File: src/hdl/bpu_macros.svh
// ----------------------------------------------------------------------
// Global sizes of the branch prediction unit
// Table depths must be powers of two and at least 2
// Addresses are word aligned, so PC bits [1:0] never index a table
// ----------------------------------------------------------------------

`ifndef BPU_MACROS_SVH
`define BPU_MACROS_SVH

// Width of every PC and every target address
`define BPU_XLEN 32

// Default number of 2-bit direction counters
`define BPU_PRED_SIZE 32

// Default number of direct-mapped BTB entries
`define BPU_BTB_SIZE 32

`endif
File: src/hdl/bpu_pkg.sv
// ----------------------------------------------------------------------
// Types shared by the branch prediction RTL and its testbench
// Field order inside the structs sets the packed bit layout
// ----------------------------------------------------------------------

`include "bpu_macros.svh"

package bpu_pkg;

    // One address word, used for PCs and branch targets
    typedef logic [`BPU_XLEN-1:0] bpu_addr_t;

    // Kind of control instruction seen at resolve time
    typedef enum logic {
        KIND_BRANCH = 1'b0,
        KIND_JUMP   = 1'b1
    } bpu_kind_e;

    // Saturating counter states, in counting order
    // The upper two states predict taken
    typedef enum logic [1:0] {
        STRONG_NT = 2'b00,
        WEAK_NT   = 2'b01,
        WEAK_T    = 2'b10,
        STRONG_T  = 2'b11
    } bpu_ctr_e;

    // Resolve strobe from the execute stage
    typedef struct packed {
        logic      valid;
        bpu_addr_t pc;
        bpu_addr_t target;
        logic      taken;
        bpu_kind_e kind;
    } bpu_resolve_t;

    // Prediction handed to the fetch stage
    typedef struct packed {
        logic      hit;
        logic      taken;
        bpu_addr_t target;
    } bpu_pred_t;

    // Result of one BTB read port
    typedef struct packed {
        logic      hit;
        bpu_kind_e kind;
        bpu_addr_t target;
    } bpu_btb_rd_t;

endpackage : bpu_pkg

File: src/hdl/branch_predictor.sv
// ----------------------------------------------------------------------
// Branch prediction unit, combining the BTB and the direction counters
// pred_o follows fetch_pc_i by one cycle and holds while stall_i is high
// Table updates go ahead regardless of stall_i
// The mispredict pulse is recomputed from the tables at resolve time
// ----------------------------------------------------------------------

`include "bpu_macros.svh"

module branch_predictor #(
    // Direction counter table depth
    parameter int PREDICTOR_SIZE = `BPU_PRED_SIZE,

    // Branch target buffer depth
    parameter int BTB_SIZE = `BPU_BTB_SIZE
) (
    input  logic                  clk_i,
    input  logic                  rst_n_i,

    // Fetch stage
    input  bpu_pkg::bpu_addr_t    fetch_pc_i,
    input  logic                  stall_i,

    // Execute stage outcome
    input  bpu_pkg::bpu_resolve_t resolve_i,

    // Registered prediction and mispredict pulse
    output bpu_pkg::bpu_pred_t    pred_o,
    output logic                  mispredicted_o
);

    // ------------------------------------------------------------------
    // Tables
    // ------------------------------------------------------------------

    bpu_pkg::bpu_btb_rd_t lookup_rd;
    bpu_pkg::bpu_btb_rd_t resolve_rd;
    logic                 lookup_ctr_taken;
    logic                 resolve_ctr_taken;
    bpu_pkg::bpu_pred_t   lookup_pred;
    bpu_pkg::bpu_pred_t   resolve_pred;
    logic                 mispredict_d;

    predictor_unit #(
        .PREDICTOR_SIZE ( PREDICTOR_SIZE )
    ) u_predictor_unit (
        .clk_i           ( clk_i             ),
        .rst_n_i         ( rst_n_i           ),
        .lookup_pc_i     ( fetch_pc_i        ),
        .lookup_taken_o  ( lookup_ctr_taken  ),
        .resolve_i       ( resolve_i         ),
        .resolve_taken_o ( resolve_ctr_taken )
    );

    branch_target_buffer #(
        .BTB_SIZE ( BTB_SIZE )
    ) u_branch_target_buffer (
        .clk_i        ( clk_i      ),
        .rst_n_i      ( rst_n_i    ),
        .lookup_pc_i  ( fetch_pc_i ),
        .lookup_o     ( lookup_rd  ),
        .resolve_i    ( resolve_i  ),
        .resolve_rd_o ( resolve_rd )
    );

    // ------------------------------------------------------------------
    // Prediction rule
    // ------------------------------------------------------------------

    // Jumps are always taken on a hit, branches follow their counter
    // Without a BTB hit there is no target, so nothing is predicted taken
    // The BTB already zeroes the target on a miss
    function automatic bpu_pkg::bpu_pred_t combine(input bpu_pkg::bpu_btb_rd_t rd,
                                                   input logic                 ctr_taken);
        bpu_pkg::bpu_pred_t pred;

        pred.hit    = rd.hit;
        pred.taken  = rd.hit && ((rd.kind == bpu_pkg::KIND_JUMP) || ctr_taken);
        pred.target = rd.target;
        return pred;
    endfunction

    assign lookup_pred  = combine(lookup_rd, lookup_ctr_taken);

    // Same rule applied to the resolved PC, as fetch would have seen it
    assign resolve_pred = combine(resolve_rd, resolve_ctr_taken);

    // ------------------------------------------------------------------
    // Mispredict rule
    // ------------------------------------------------------------------

    // Wrong direction, or right direction with a stale target
    always_comb begin : mispredict_rule
        mispredict_d = 1'b0;
        if (resolve_i.valid) begin
            if (resolve_pred.taken != resolve_i.taken) begin
                mispredict_d = 1'b1;
            end else if (resolve_i.taken && (resolve_pred.target != resolve_i.target)) begin
                mispredict_d = 1'b1;
            end
        end
    end

    // ------------------------------------------------------------------
    // Output registers
    // ------------------------------------------------------------------

    // Stall only freezes the prediction, never the mispredict pulse
    always_ff @(posedge clk_i or negedge rst_n_i) begin : output_regs
        if (!rst_n_i) begin
            pred_o         <= '0;
            mispredicted_o <= 1'b0;
        end else begin
            if (!stall_i) begin
                pred_o <= lookup_pred;
            end
            mispredicted_o <= mispredict_d;
        end
    end

endmodule : branch_predictor

File: src/hdl/branch_target_buffer.sv
// ----------------------------------------------------------------------
// Direct-mapped tagged branch target buffer
// BTB_SIZE must be a power of two and at least 2
// Only taken resolves allocate, a not-taken branch leaves it unchanged
// Reads are combinational and show the contents before the edge
// Kind is reported raw on a miss, only the target is forced to zero
// ----------------------------------------------------------------------

`include "bpu_macros.svh"

module branch_target_buffer #(
    // Number of entries
    parameter int BTB_SIZE = `BPU_BTB_SIZE
) (
    input  logic                  clk_i,
    input  logic                  rst_n_i,

    // Fetch side lookup
    input  bpu_pkg::bpu_addr_t    lookup_pc_i,
    output bpu_pkg::bpu_btb_rd_t  lookup_o,

    // Resolve side read and allocation
    input  bpu_pkg::bpu_resolve_t resolve_i,
    output bpu_pkg::bpu_btb_rd_t  resolve_rd_o
);

    // Index sits above the byte offset, the tag takes every bit above it
    localparam int IDX_W = $clog2(BTB_SIZE);
    localparam int TAG_W = `BPU_XLEN - 2 - IDX_W;

    // ------------------------------------------------------------------
    // Entry storage
    // ------------------------------------------------------------------

    logic               valid_q  [BTB_SIZE];
    logic [TAG_W-1:0]   tag_q    [BTB_SIZE];
    bpu_pkg::bpu_addr_t target_q [BTB_SIZE];
    bpu_pkg::bpu_kind_e kind_q   [BTB_SIZE];

    logic [IDX_W-1:0] resolve_idx;
    logic [TAG_W-1:0] resolve_tag;
    logic             alloc_en;

    assign resolve_idx = resolve_i.pc[2 +: IDX_W];
    assign resolve_tag = resolve_i.pc[2 + IDX_W +: TAG_W];

    // Any taken control instruction claims its slot
    assign alloc_en = resolve_i.valid && resolve_i.taken;

    // ------------------------------------------------------------------
    // Read ports
    // ------------------------------------------------------------------

    // Shared lookup used by both ports
    // A hit needs a valid entry whose stored tag equals the address tag
    function automatic bpu_pkg::bpu_btb_rd_t read_entry(input bpu_pkg::bpu_addr_t pc);
        logic [IDX_W-1:0]     idx;
        logic [TAG_W-1:0]     tag;
        bpu_pkg::bpu_btb_rd_t rd;

        idx       = pc[2 +: IDX_W];
        tag       = pc[2 + IDX_W +: TAG_W];
        rd.hit    = valid_q[idx] && (tag_q[idx] == tag);
        rd.kind   = kind_q[idx];
        rd.target = rd.hit ? target_q[idx] : '0;
        return rd;
    endfunction

    // Fetch side port, registered later by the top level
    always_comb begin : lookup_port
        lookup_o = read_entry(lookup_pc_i);
    end

    // Resolve side port, used to judge the prediction that fetch would have made
    always_comb begin : resolve_port
        resolve_rd_o = read_entry(resolve_i.pc);
    end

    // ------------------------------------------------------------------
    // Allocation
    // ------------------------------------------------------------------

    // Valid bits are the only state that must start known
    always_ff @(posedge clk_i or negedge rst_n_i) begin : valid_update
        if (!rst_n_i) begin
            for (int i = 0; i < BTB_SIZE; i++) begin
                valid_q[i] <= 1'b0;
            end
        end else if (alloc_en) begin
            valid_q[resolve_idx] <= 1'b1;
        end
    end

    // Payload is written whole, so a different tag simply evicts the
    // older entry in the same slot
    always_ff @(posedge clk_i) begin : payload_update
        if (alloc_en) begin
            tag_q[resolve_idx]    <= resolve_tag;
            target_q[resolve_idx] <= resolve_i.target;
            kind_q[resolve_idx]   <= resolve_i.kind;
        end
    end

endmodule : branch_target_buffer

File: src/hdl/predictor_unit.sv
// ----------------------------------------------------------------------
// Direction table of 2-bit saturating counters, indexed by PC[2 +: n]
// PREDICTOR_SIZE must be a power of two and at least 2
// Both reads are combinational, with no output registers
// A read of the entry being updated returns the value before the edge
// Jumps never touch the counters
// ----------------------------------------------------------------------

`include "bpu_macros.svh"

module predictor_unit #(
    // Number of counters in the table
    parameter int PREDICTOR_SIZE = `BPU_PRED_SIZE
) (
    input  logic                  clk_i,
    input  logic                  rst_n_i,

    // Fetch side lookup
    input  bpu_pkg::bpu_addr_t    lookup_pc_i,
    output logic                  lookup_taken_o,

    // Resolve side read and update
    input  bpu_pkg::bpu_resolve_t resolve_i,
    output logic                  resolve_taken_o
);

    // Number of PC bits that select a counter
    localparam int IDX_W = $clog2(PREDICTOR_SIZE);

    // ------------------------------------------------------------------
    // Storage and indexing
    // ------------------------------------------------------------------

    bpu_pkg::bpu_ctr_e ctr_q [PREDICTOR_SIZE];

    logic [IDX_W-1:0] lookup_idx;
    logic [IDX_W-1:0] resolve_idx;
    logic             update_en;

    // Word aligned addresses, so the index starts above the byte offset
    assign lookup_idx  = lookup_pc_i[2 +: IDX_W];
    assign resolve_idx = resolve_i.pc[2 +: IDX_W];

    // Only conditional branches train the counters
    assign update_en = resolve_i.valid && (resolve_i.kind == bpu_pkg::KIND_BRANCH);

    // ------------------------------------------------------------------
    // Counter helpers
    // ------------------------------------------------------------------

    // A counter votes taken in its two upper states
    function automatic logic ctr_taken(input bpu_pkg::bpu_ctr_e ctr);
        return (ctr == bpu_pkg::WEAK_T) || (ctr == bpu_pkg::STRONG_T);
    endfunction

    // Move one state toward the outcome and stick at either end
    function automatic bpu_pkg::bpu_ctr_e ctr_step(input bpu_pkg::bpu_ctr_e ctr,
                                                   input logic              taken);
        bpu_pkg::bpu_ctr_e nxt;

        nxt = ctr;
        case (ctr)
            bpu_pkg::STRONG_NT: nxt = taken ? bpu_pkg::WEAK_NT  : bpu_pkg::STRONG_NT;
            bpu_pkg::WEAK_NT:   nxt = taken ? bpu_pkg::WEAK_T   : bpu_pkg::STRONG_NT;
            bpu_pkg::WEAK_T:    nxt = taken ? bpu_pkg::STRONG_T : bpu_pkg::WEAK_NT;
            bpu_pkg::STRONG_T:  nxt = taken ? bpu_pkg::STRONG_T : bpu_pkg::WEAK_T;
            // Unreachable with a 2-bit enum, falls back to the reset state
            default:            nxt = bpu_pkg::WEAK_NT;
        endcase
        return nxt;
    endfunction

    // ------------------------------------------------------------------
    // Read ports
    // ------------------------------------------------------------------

    // Both ports see the table as it was before the current edge
    assign lookup_taken_o  = ctr_taken(ctr_q[lookup_idx]);
    assign resolve_taken_o = ctr_taken(ctr_q[resolve_idx]);

    // ------------------------------------------------------------------
    // Update port
    // ------------------------------------------------------------------

    // Every counter starts weakly not taken, so one taken outcome flips it
    always_ff @(posedge clk_i or negedge rst_n_i) begin : counter_update
        if (!rst_n_i) begin
            for (int i = 0; i < PREDICTOR_SIZE; i++) begin
                ctr_q[i] <= bpu_pkg::WEAK_NT;
            end
        end else if (update_en) begin
            ctr_q[resolve_idx] <= ctr_step(ctr_q[resolve_idx], resolve_i.taken);
        end
    end

endmodule : predictor_unit

File: config.mk
export PLATFORM = sky130hd
export DESIGN_NAME = branch_predictor
export DESIGN_NICKNAME = d
export VERILOG_FILES = /design/src/hdl/bpu_pkg.sv /design/src/hdl/branch_predictor.sv /design/src/hdl/branch_target_buffer.sv /design/src/hdl/predictor_unit.sv
export VERILOG_INCLUDE_DIRS = /design/src /design/src/hdl
export SDC_FILE = /design/constraint.sdc
export NUM_CORES = 2
export LEC_CHECK = 0
export ABC_CLOCK_PERIOD_IN_PS = 4300
export BUFFER_PORTS_ARGS = -buffer_cell sky130_fd_sc_hd__clkbuf_2
export CAP_MARGIN = 20
export CORE_UTILIZATION = 30
export CTS_CLUSTER_DIAMETER = 100
export DETAILED_ROUTE_END_ITERATION = 16
export SLEW_MARGIN = 0
export SYNTH_ARGS = -nofsm -noshare
export SYNTH_HDL_FRONTEND = slang
export SYNTH_SLANG_ARGS = --single-unit
export TNS_END_PERCENT = 1
File: constraint.sdc
create_clock -name clk_i -period 4.3 [get_ports clk_i]
set_input_delay 0.43 -clock clk_i [delete_from_list [all_inputs] [get_ports clk_i]]
set_output_delay 0.43 -clock clk_i [all_outputs]
set_load 0.01 [all_outputs]
# Yosys cells after proc, flatten, opt, wreduce, memory -nomap -nowiden
# Memory sizes are Yosys's and may differ from the RTL's.
# Cells that the tools add are included.
dict set report totals {
  elab_cells 130
  ramBits 1856
  n_memories 3
  input_bits 102
  out_inout_bits 35
  rom_bits 0
  ff_bits 131
  latch_bits 0
}
# name words width rd rd_clocked_by_memory_dff wr line
set memory_table {}
lappend memory_table {u_branch_target_buffer.target_q 32 32 2 0 1 branch_target_buffer.sv:37} ;# bpu_pkg::bpu_addr_t target_q [BTB_SIZE];
lappend memory_table {u_branch_target_buffer.tag_q 32 25 2 0 1 branch_target_buffer.sv:36} ;# logic [TAG_W-1:0] tag_q [BTB_SIZE];
lappend memory_table {u_branch_target_buffer.kind_q 32 1 2 0 1 branch_target_buffer.sv:38} ;# bpu_pkg::bpu_kind_e kind_q [BTB_SIZE];
dict set report classes {
  n_div 0
  add_sub_neg 0
  magnitude_cmp 3
  reduce_logical 13
  n_eq_ne 9
  muxes 30
  n_mul 0
  bitwise 4
  shifts 0
}
# cell count
set ops {}
lappend ops {{$bwmux W64} 1}
lappend ops {{$mux W32} 2}
lappend ops {{$eq A25 B25 Y1} 2}
lappend ops {{$ne A32 B32 Y1} 1}
lappend ops {{$or A32 B32 Y32} 1}
lappend ops {{$bmux W2 S5} 2}
lappend ops {{$mux W2} 8}
lappend ops {{$ge A6 B6 Y1 const B} 2}
lappend ops {{$mux W1} 12}
lappend ops {{$not A5 Y6} 2}
lappend ops {{$bmux W1 S5} 2}
lappend ops {{$demux W2 S5} 1}
lappend ops {{$eq A2 B2 Y1 const B} 4}
lappend ops {{$logic_and A1 B1 Y1} 8}
lappend ops {{$pmux W2 S4} 1}
lappend ops {{$lt A6 B1 Y1 const B} 1}
lappend ops {{$demux W1 S5} 1}
lappend ops {{$logic_or A1 B1 Y1} 4}
lappend ops {{$eq A2 B1 Y1 const B} 1}
lappend ops {{$logic_not A2 Y1} 1}
lappend ops {{$ne A1 B1 Y1} 1}
lappend ops {{$not A1 Y1} 1}

# Depth between registers and ports, before layout
dict set report depth {
  depth_word 11
  depth_mapped 19
  mapped_depth_nobuf 11
}

# Cells and area by module
# Synthesis repeated with hierarchy kept, for this count alone.
dict set report hier_totals {
  hier_cells 4468
  hier_area_um2 91421.4
}
# mod area_each_um2 cells_per_inst seq_area_each_um2 instances
set modules_own_cells {}
lappend modules_own_cells {branch_target_buffer 86244.0 4013 56534.2 1}
lappend modules_own_cells {predictor_unit 3509.6 334 1641.6 1}
lappend modules_own_cells {branch_predictor 1667.8 121 875.8 1}

# Least setup slack after synthesis
# No wires, ideal clock.
dict set report synth_path {
  path_kind {input port to flip-flop}
  start {in resolve_i[37] (netlist name)}
  end {mem u_branch_target_buffer.kind_q[0] (netlist name), enable pin}
  path_slack_ns -1.263
  cell_stages 14
  setup_time_ns 0.475
  required_ns 3.825
  n_path_buf 12
  arrival_ns 5.088
  path_cell_list {buf_2 -> buf_6 -> buf_6 -> buf_6 -> buf_6 -> buf_6 -> buf_6 -> buf_4 -> buf_2 -> buf_4 -> buf_2 -> or3_1 -> clkbuf_1 -> nor2_1}
}
# element line
set synth_lines {}
lappend synth_lines {{from (decl)} branch_predictor.sv:25} ;# input bpu_pkg::bpu_resolve_t resolve_i,
lappend synth_lines {{to (decl)} branch_target_buffer.sv:38}
# No word-level cell before the write port.

==> impl_metrics.json <==
{
  "cts_max_level": 4,
  "synth_top_area_frac": 0.609,
  "antenna_found_initial": 33,
  "crit_chain": "mux2i_1, o22ai_1, nor4_1, a31o_2, o211ai_1, or4_4, nor4_4, buf_12, buf_4, nor2_1, a31o_1, a211o_1, o31a_1",
  "max_freq_ghz": 0.239,
  "io_pins": 137,
  "crit_path_start": "u_branch_target_buffer.tag_q[3][13]$_DFFE_PP_",
  "powerDensity_nw_per_um2": 396,
  "fin_cells": 9382,
  "rows": 202,
  "critPathRequiredTime_ns": 5.05,
  "hold_viol": 0,
  "dr_wl_met2_mm": 143,
  "fin_nets": 5336,
  "setup_viol": 0,
  "finClkSkew_ns": 0.0457,
  "clock_sinks": 1987,
  "die-width_um": 554,
  "hold_class": "primary input to asynchronous set/reset pin",
  "syn_area_um2": 91500,
  "drive_gt1_frac": 0.380,
  "rsz0062_at_grt": "no",
  "p_leak_uw": 0.0356,
  "antenna_left": 0,
  "grt_pass1_vias": 55302,
  "io_buffers": 132,
  "drt-total-wl_mm": 311,
  "drv_slew": 0,
  "slew_headroom": 0.307,
  "r2r_start": "u_branch_target_buffer.tag_q[3][13]$_DFFE_PP_",
  "crit_type": "flip-flop to flip-flop",
  "cpPeakStageDelay_ns": 0.64,
  "cp.buffers_inverters": 2,
  "drt-met1-wl_mm": 125,
  "cp_top_family": "simple AND/OR/NAND/NOR gates",
  "coreArea_um2": 303000,
  "num_vias": 55338,
  "wl_per_cell_um": 33.2,
  "yosysMostFrequentCell": "edfxtp_1",
  "worst_pin_slew_ns": 1.03,
  "drc": 0,
  "synth-edff-count": 1856,
  "ir_drop_mv": 0.306,
  "vias_per_cell": 5.90,
  "grt_max_degree": 129,
  "startpoint_type": "flip-flop",
  "grt.total_usage": 0.198,
  "dp_cells": 9000,
  "synthCells": 4729,
  "syn_to_final_growth_pct": 17.8,
  "yosysWarnings": 0,
  "grt_pass1_wl_mm": 432,
  "synthTopCellsByArea": "edfxtp_1, mux4_2, mux2i_1, dfrtp_1, o22ai_1",
  "post-route-period-util": 0.975,
  "drt_pass1_iterations": 5,
  "synth_cell_type_count": 64,
  "hpwl_mm": 187,
  "outcome": "finished clean",
  "cts_tree": "built",
  "root_buffer": "clkbuf_16",
  "path_clk_slew_ns": 0.06,
  "numCtsBuffers": 202,
  "wl_met3_mm": 32.2,
  "worstPathMaxFanout": 10,
  "place.gp.congestion": 0.845,
  "initial_utilization": 0.302,
  "clk_path_buf_depth": 4,
  "synthTopCellsByCount": "edfxtp_1, mux4_2, mux2i_1",
  "drt_iter0_drc": 7579,
  "period_needed_ns": 4.19,
  "async_flop_share": 0.0659,
  "yosys_register_bits": 1987,
  "cp-end-kind": "flip-flop",
  "synth_seq_area_share": 0.645,
  "die-area_um2": 307000,
  "fillerInstances": 27935,
  "arrival_ns": 4.94,
  "cp_slowest_cell": "nor4_4",
  "top_layer": "met5",
  "synth_nets": 4831,
  "grt_overflow_total": 0,
  "cp.depth": 13,
  "die_h_um": 554,
  "reg2reg_depth": 13,
  "max-cap-violations": 0,
  "syn_avg_cell_area_um2": 19.4,
  "synth_top_area_cell": "edfxtp_1",
  "insertion_delay_ns": 0.87,
  "hold_slack_ns": 0.0302,
  "synth_ff_type": "edfxtp_1"
}
## power breakdown
group / switching (uW) / total, uW / internal, uW / leakage (uW)
logic: 2080 / 3780 / 1700 / 0.0141
registers: 125 / 21500 / 21400 / 0.0184
clock network: 7570 / 17400 / 9840 / 0.00310
total: 9780 / 42700 / 32900 / 0.0356
## cell usage in the layout, fill, tap and decap left out, types with 7 or more instances in the layout
cell | synthesis | layout
a211oi_1 | 8 | 8
a21oi_1 | 20 | 20
a22oi_1 | 14 | 14
and3_1 | 10 | 10
and3b_1 | 7 | 7
buf_12 | 0 | 132
buf_4 | 50 | 380
bufinv_16 | 0 | 17
clkbuf_1 | 139 | 42
clkbuf_16 | 0 | 206
clkbuf_2 | 0 | 123
clkinv_1 | 0 | 39
clkinv_2 | 0 | 38
clkinvlp_4 | 0 | 8
dfrtp_1 | 99 | 99
dfstp_2 | 32 | 32
diode_2 | 0 | 14
dlygate4sd3_1 | 0 | 8
edfxtp_1 | 1856 | 1856
mux2_2 | 190 | 190
mux2i_1 | 460 | 460
mux4_2 | 807 | 807
nand2_1 | 80 | 78
nand3_1 | 11 | 9
nand4_1 | 13 | 13
nand4b_1 | 7 | 7
nor2_1 | 77 | 45
nor2_4 | 0 | 32
nor3_1 | 23 | 21
nor4_1 | 85 | 82
o21ai_0 | 42 | 42
o22ai_1 | 359 | 359
or2_2 | 34 | 34
or4_1 | 14 | 13
xnor2_1 | 25 | 25
xor2_1 | 27 | 27
## per-layer routing
metal  track usage  up-vias
met4        0.0650       16
met3        0.0438      627
met5             0        -
met1         0.274    29895
li1              -    21406
met2         0.307     3394
## area by class of cell
| cell class | count | area [um2] | area share |
|---|---|---|---|
| Timing Repair Buffer | 652 | 6300 | 0.0585 |
| Inverter | 3 | 11.3 | 0.000104 |
| Sequential cell | 1987 | 59100 | 0.548 |
| Tap cell | 3978 | 4980 | 0.0462 |
| Antenna cell | 14 | 35.0 | 0.000325 |
| Clock buffer | 253 | 5380 | 0.0499 |
| Clock inverter | 107 | 955 | 0.00886 |
| Multi-Input combinational cell | 2388 | 31100 | 0.288 |
## per-stage QoR
step / total power, uW / worst slack, ns / TNS (ns) / util / instance area [um2]
floorplan: 24100 / -0.394 / -598.10 / - / 91600
global placement: 25600 / -0.954 / -0.954 / 0.334 / 101000
detailed placement: 25700 / -0.863 / -0.863 / 0.334 / 101000
CTS: 42900 / 0.0474 / 0 / 0.355 / 108000
global route: 43900 / 0.0429 / 0 / 0.356 / 108000
finish: 42700 / 0.110 / 0 / 0.356 / 108000
## flip-flops by register name (all words and copies together), names as in the netlist
name / count
pred_o: 34
u_branch_target_buffer.valid_q: 32
u_predictor_unit.ctr_q: 64
u_branch_target_buffer.target_q: 1024
mispredicted_o: 1
u_branch_target_buffer.tag_q: 800
u_branch_target_buffer.kind_q: 32
## worst register-to-register path: stages, from the launching register on
cell and delay, ns:
edfxtp_1 0.39, mux2i_1 0.23, o22ai_1 0.12, nor4_1 0.49, a31o_2 0.28, o211ai_1 0.10
or4_4 0.61, nor4_4 0.64, buf_12 0.19, buf_4 0.16, nor2_1 0.06, a31o_1 0.19
a211o_1 0.31, o31a_1 0.30
## cells by family (layout without fill, tap and decap cells)
family,Yosys count,count (layout),synth area share
compound gates,478,478,0.0329
mux,1461,1461,0.273
fa+ha+maj,2,2,0.000219
buf+inv,354,1015,0.0198
flops,1987,1987,0.645
other cells,0,14,0
simple gates,395,395,0.0241
xor+xnor,52,52,0.00498
## worst paths after layout
kind / endpoint / slack (ns)
worst max-delay path: mispredicted_o$_DFF_PN0_ / 0.11
worst min-delay path: pred_o[30]$_DFFE_PN0N_ / 0.03
worst max register to register: mispredicted_o$_DFF_PN0_ / 0.11
worst min register to register: pred_o[18]$_DFFE_PN0N_ / 0.48
max in group asynchronous: u_branch_target_buffer.valid_q[21]$_DFFE_PN0P_ / 3.32
min in group clk_i: u_branch_target_buffer.target_q[4][18]$_DFFE_PP_ / 0.06
## timing repair
item                                    CTS  global route
gates resized for setup                   0             3
hold endpoints to repair                114             0
hold buffers                              8             0
endpoints found under the setup margin    0             1
setup buffers                             0             0
Note: power is estimated with default switching activity, not from simulation.
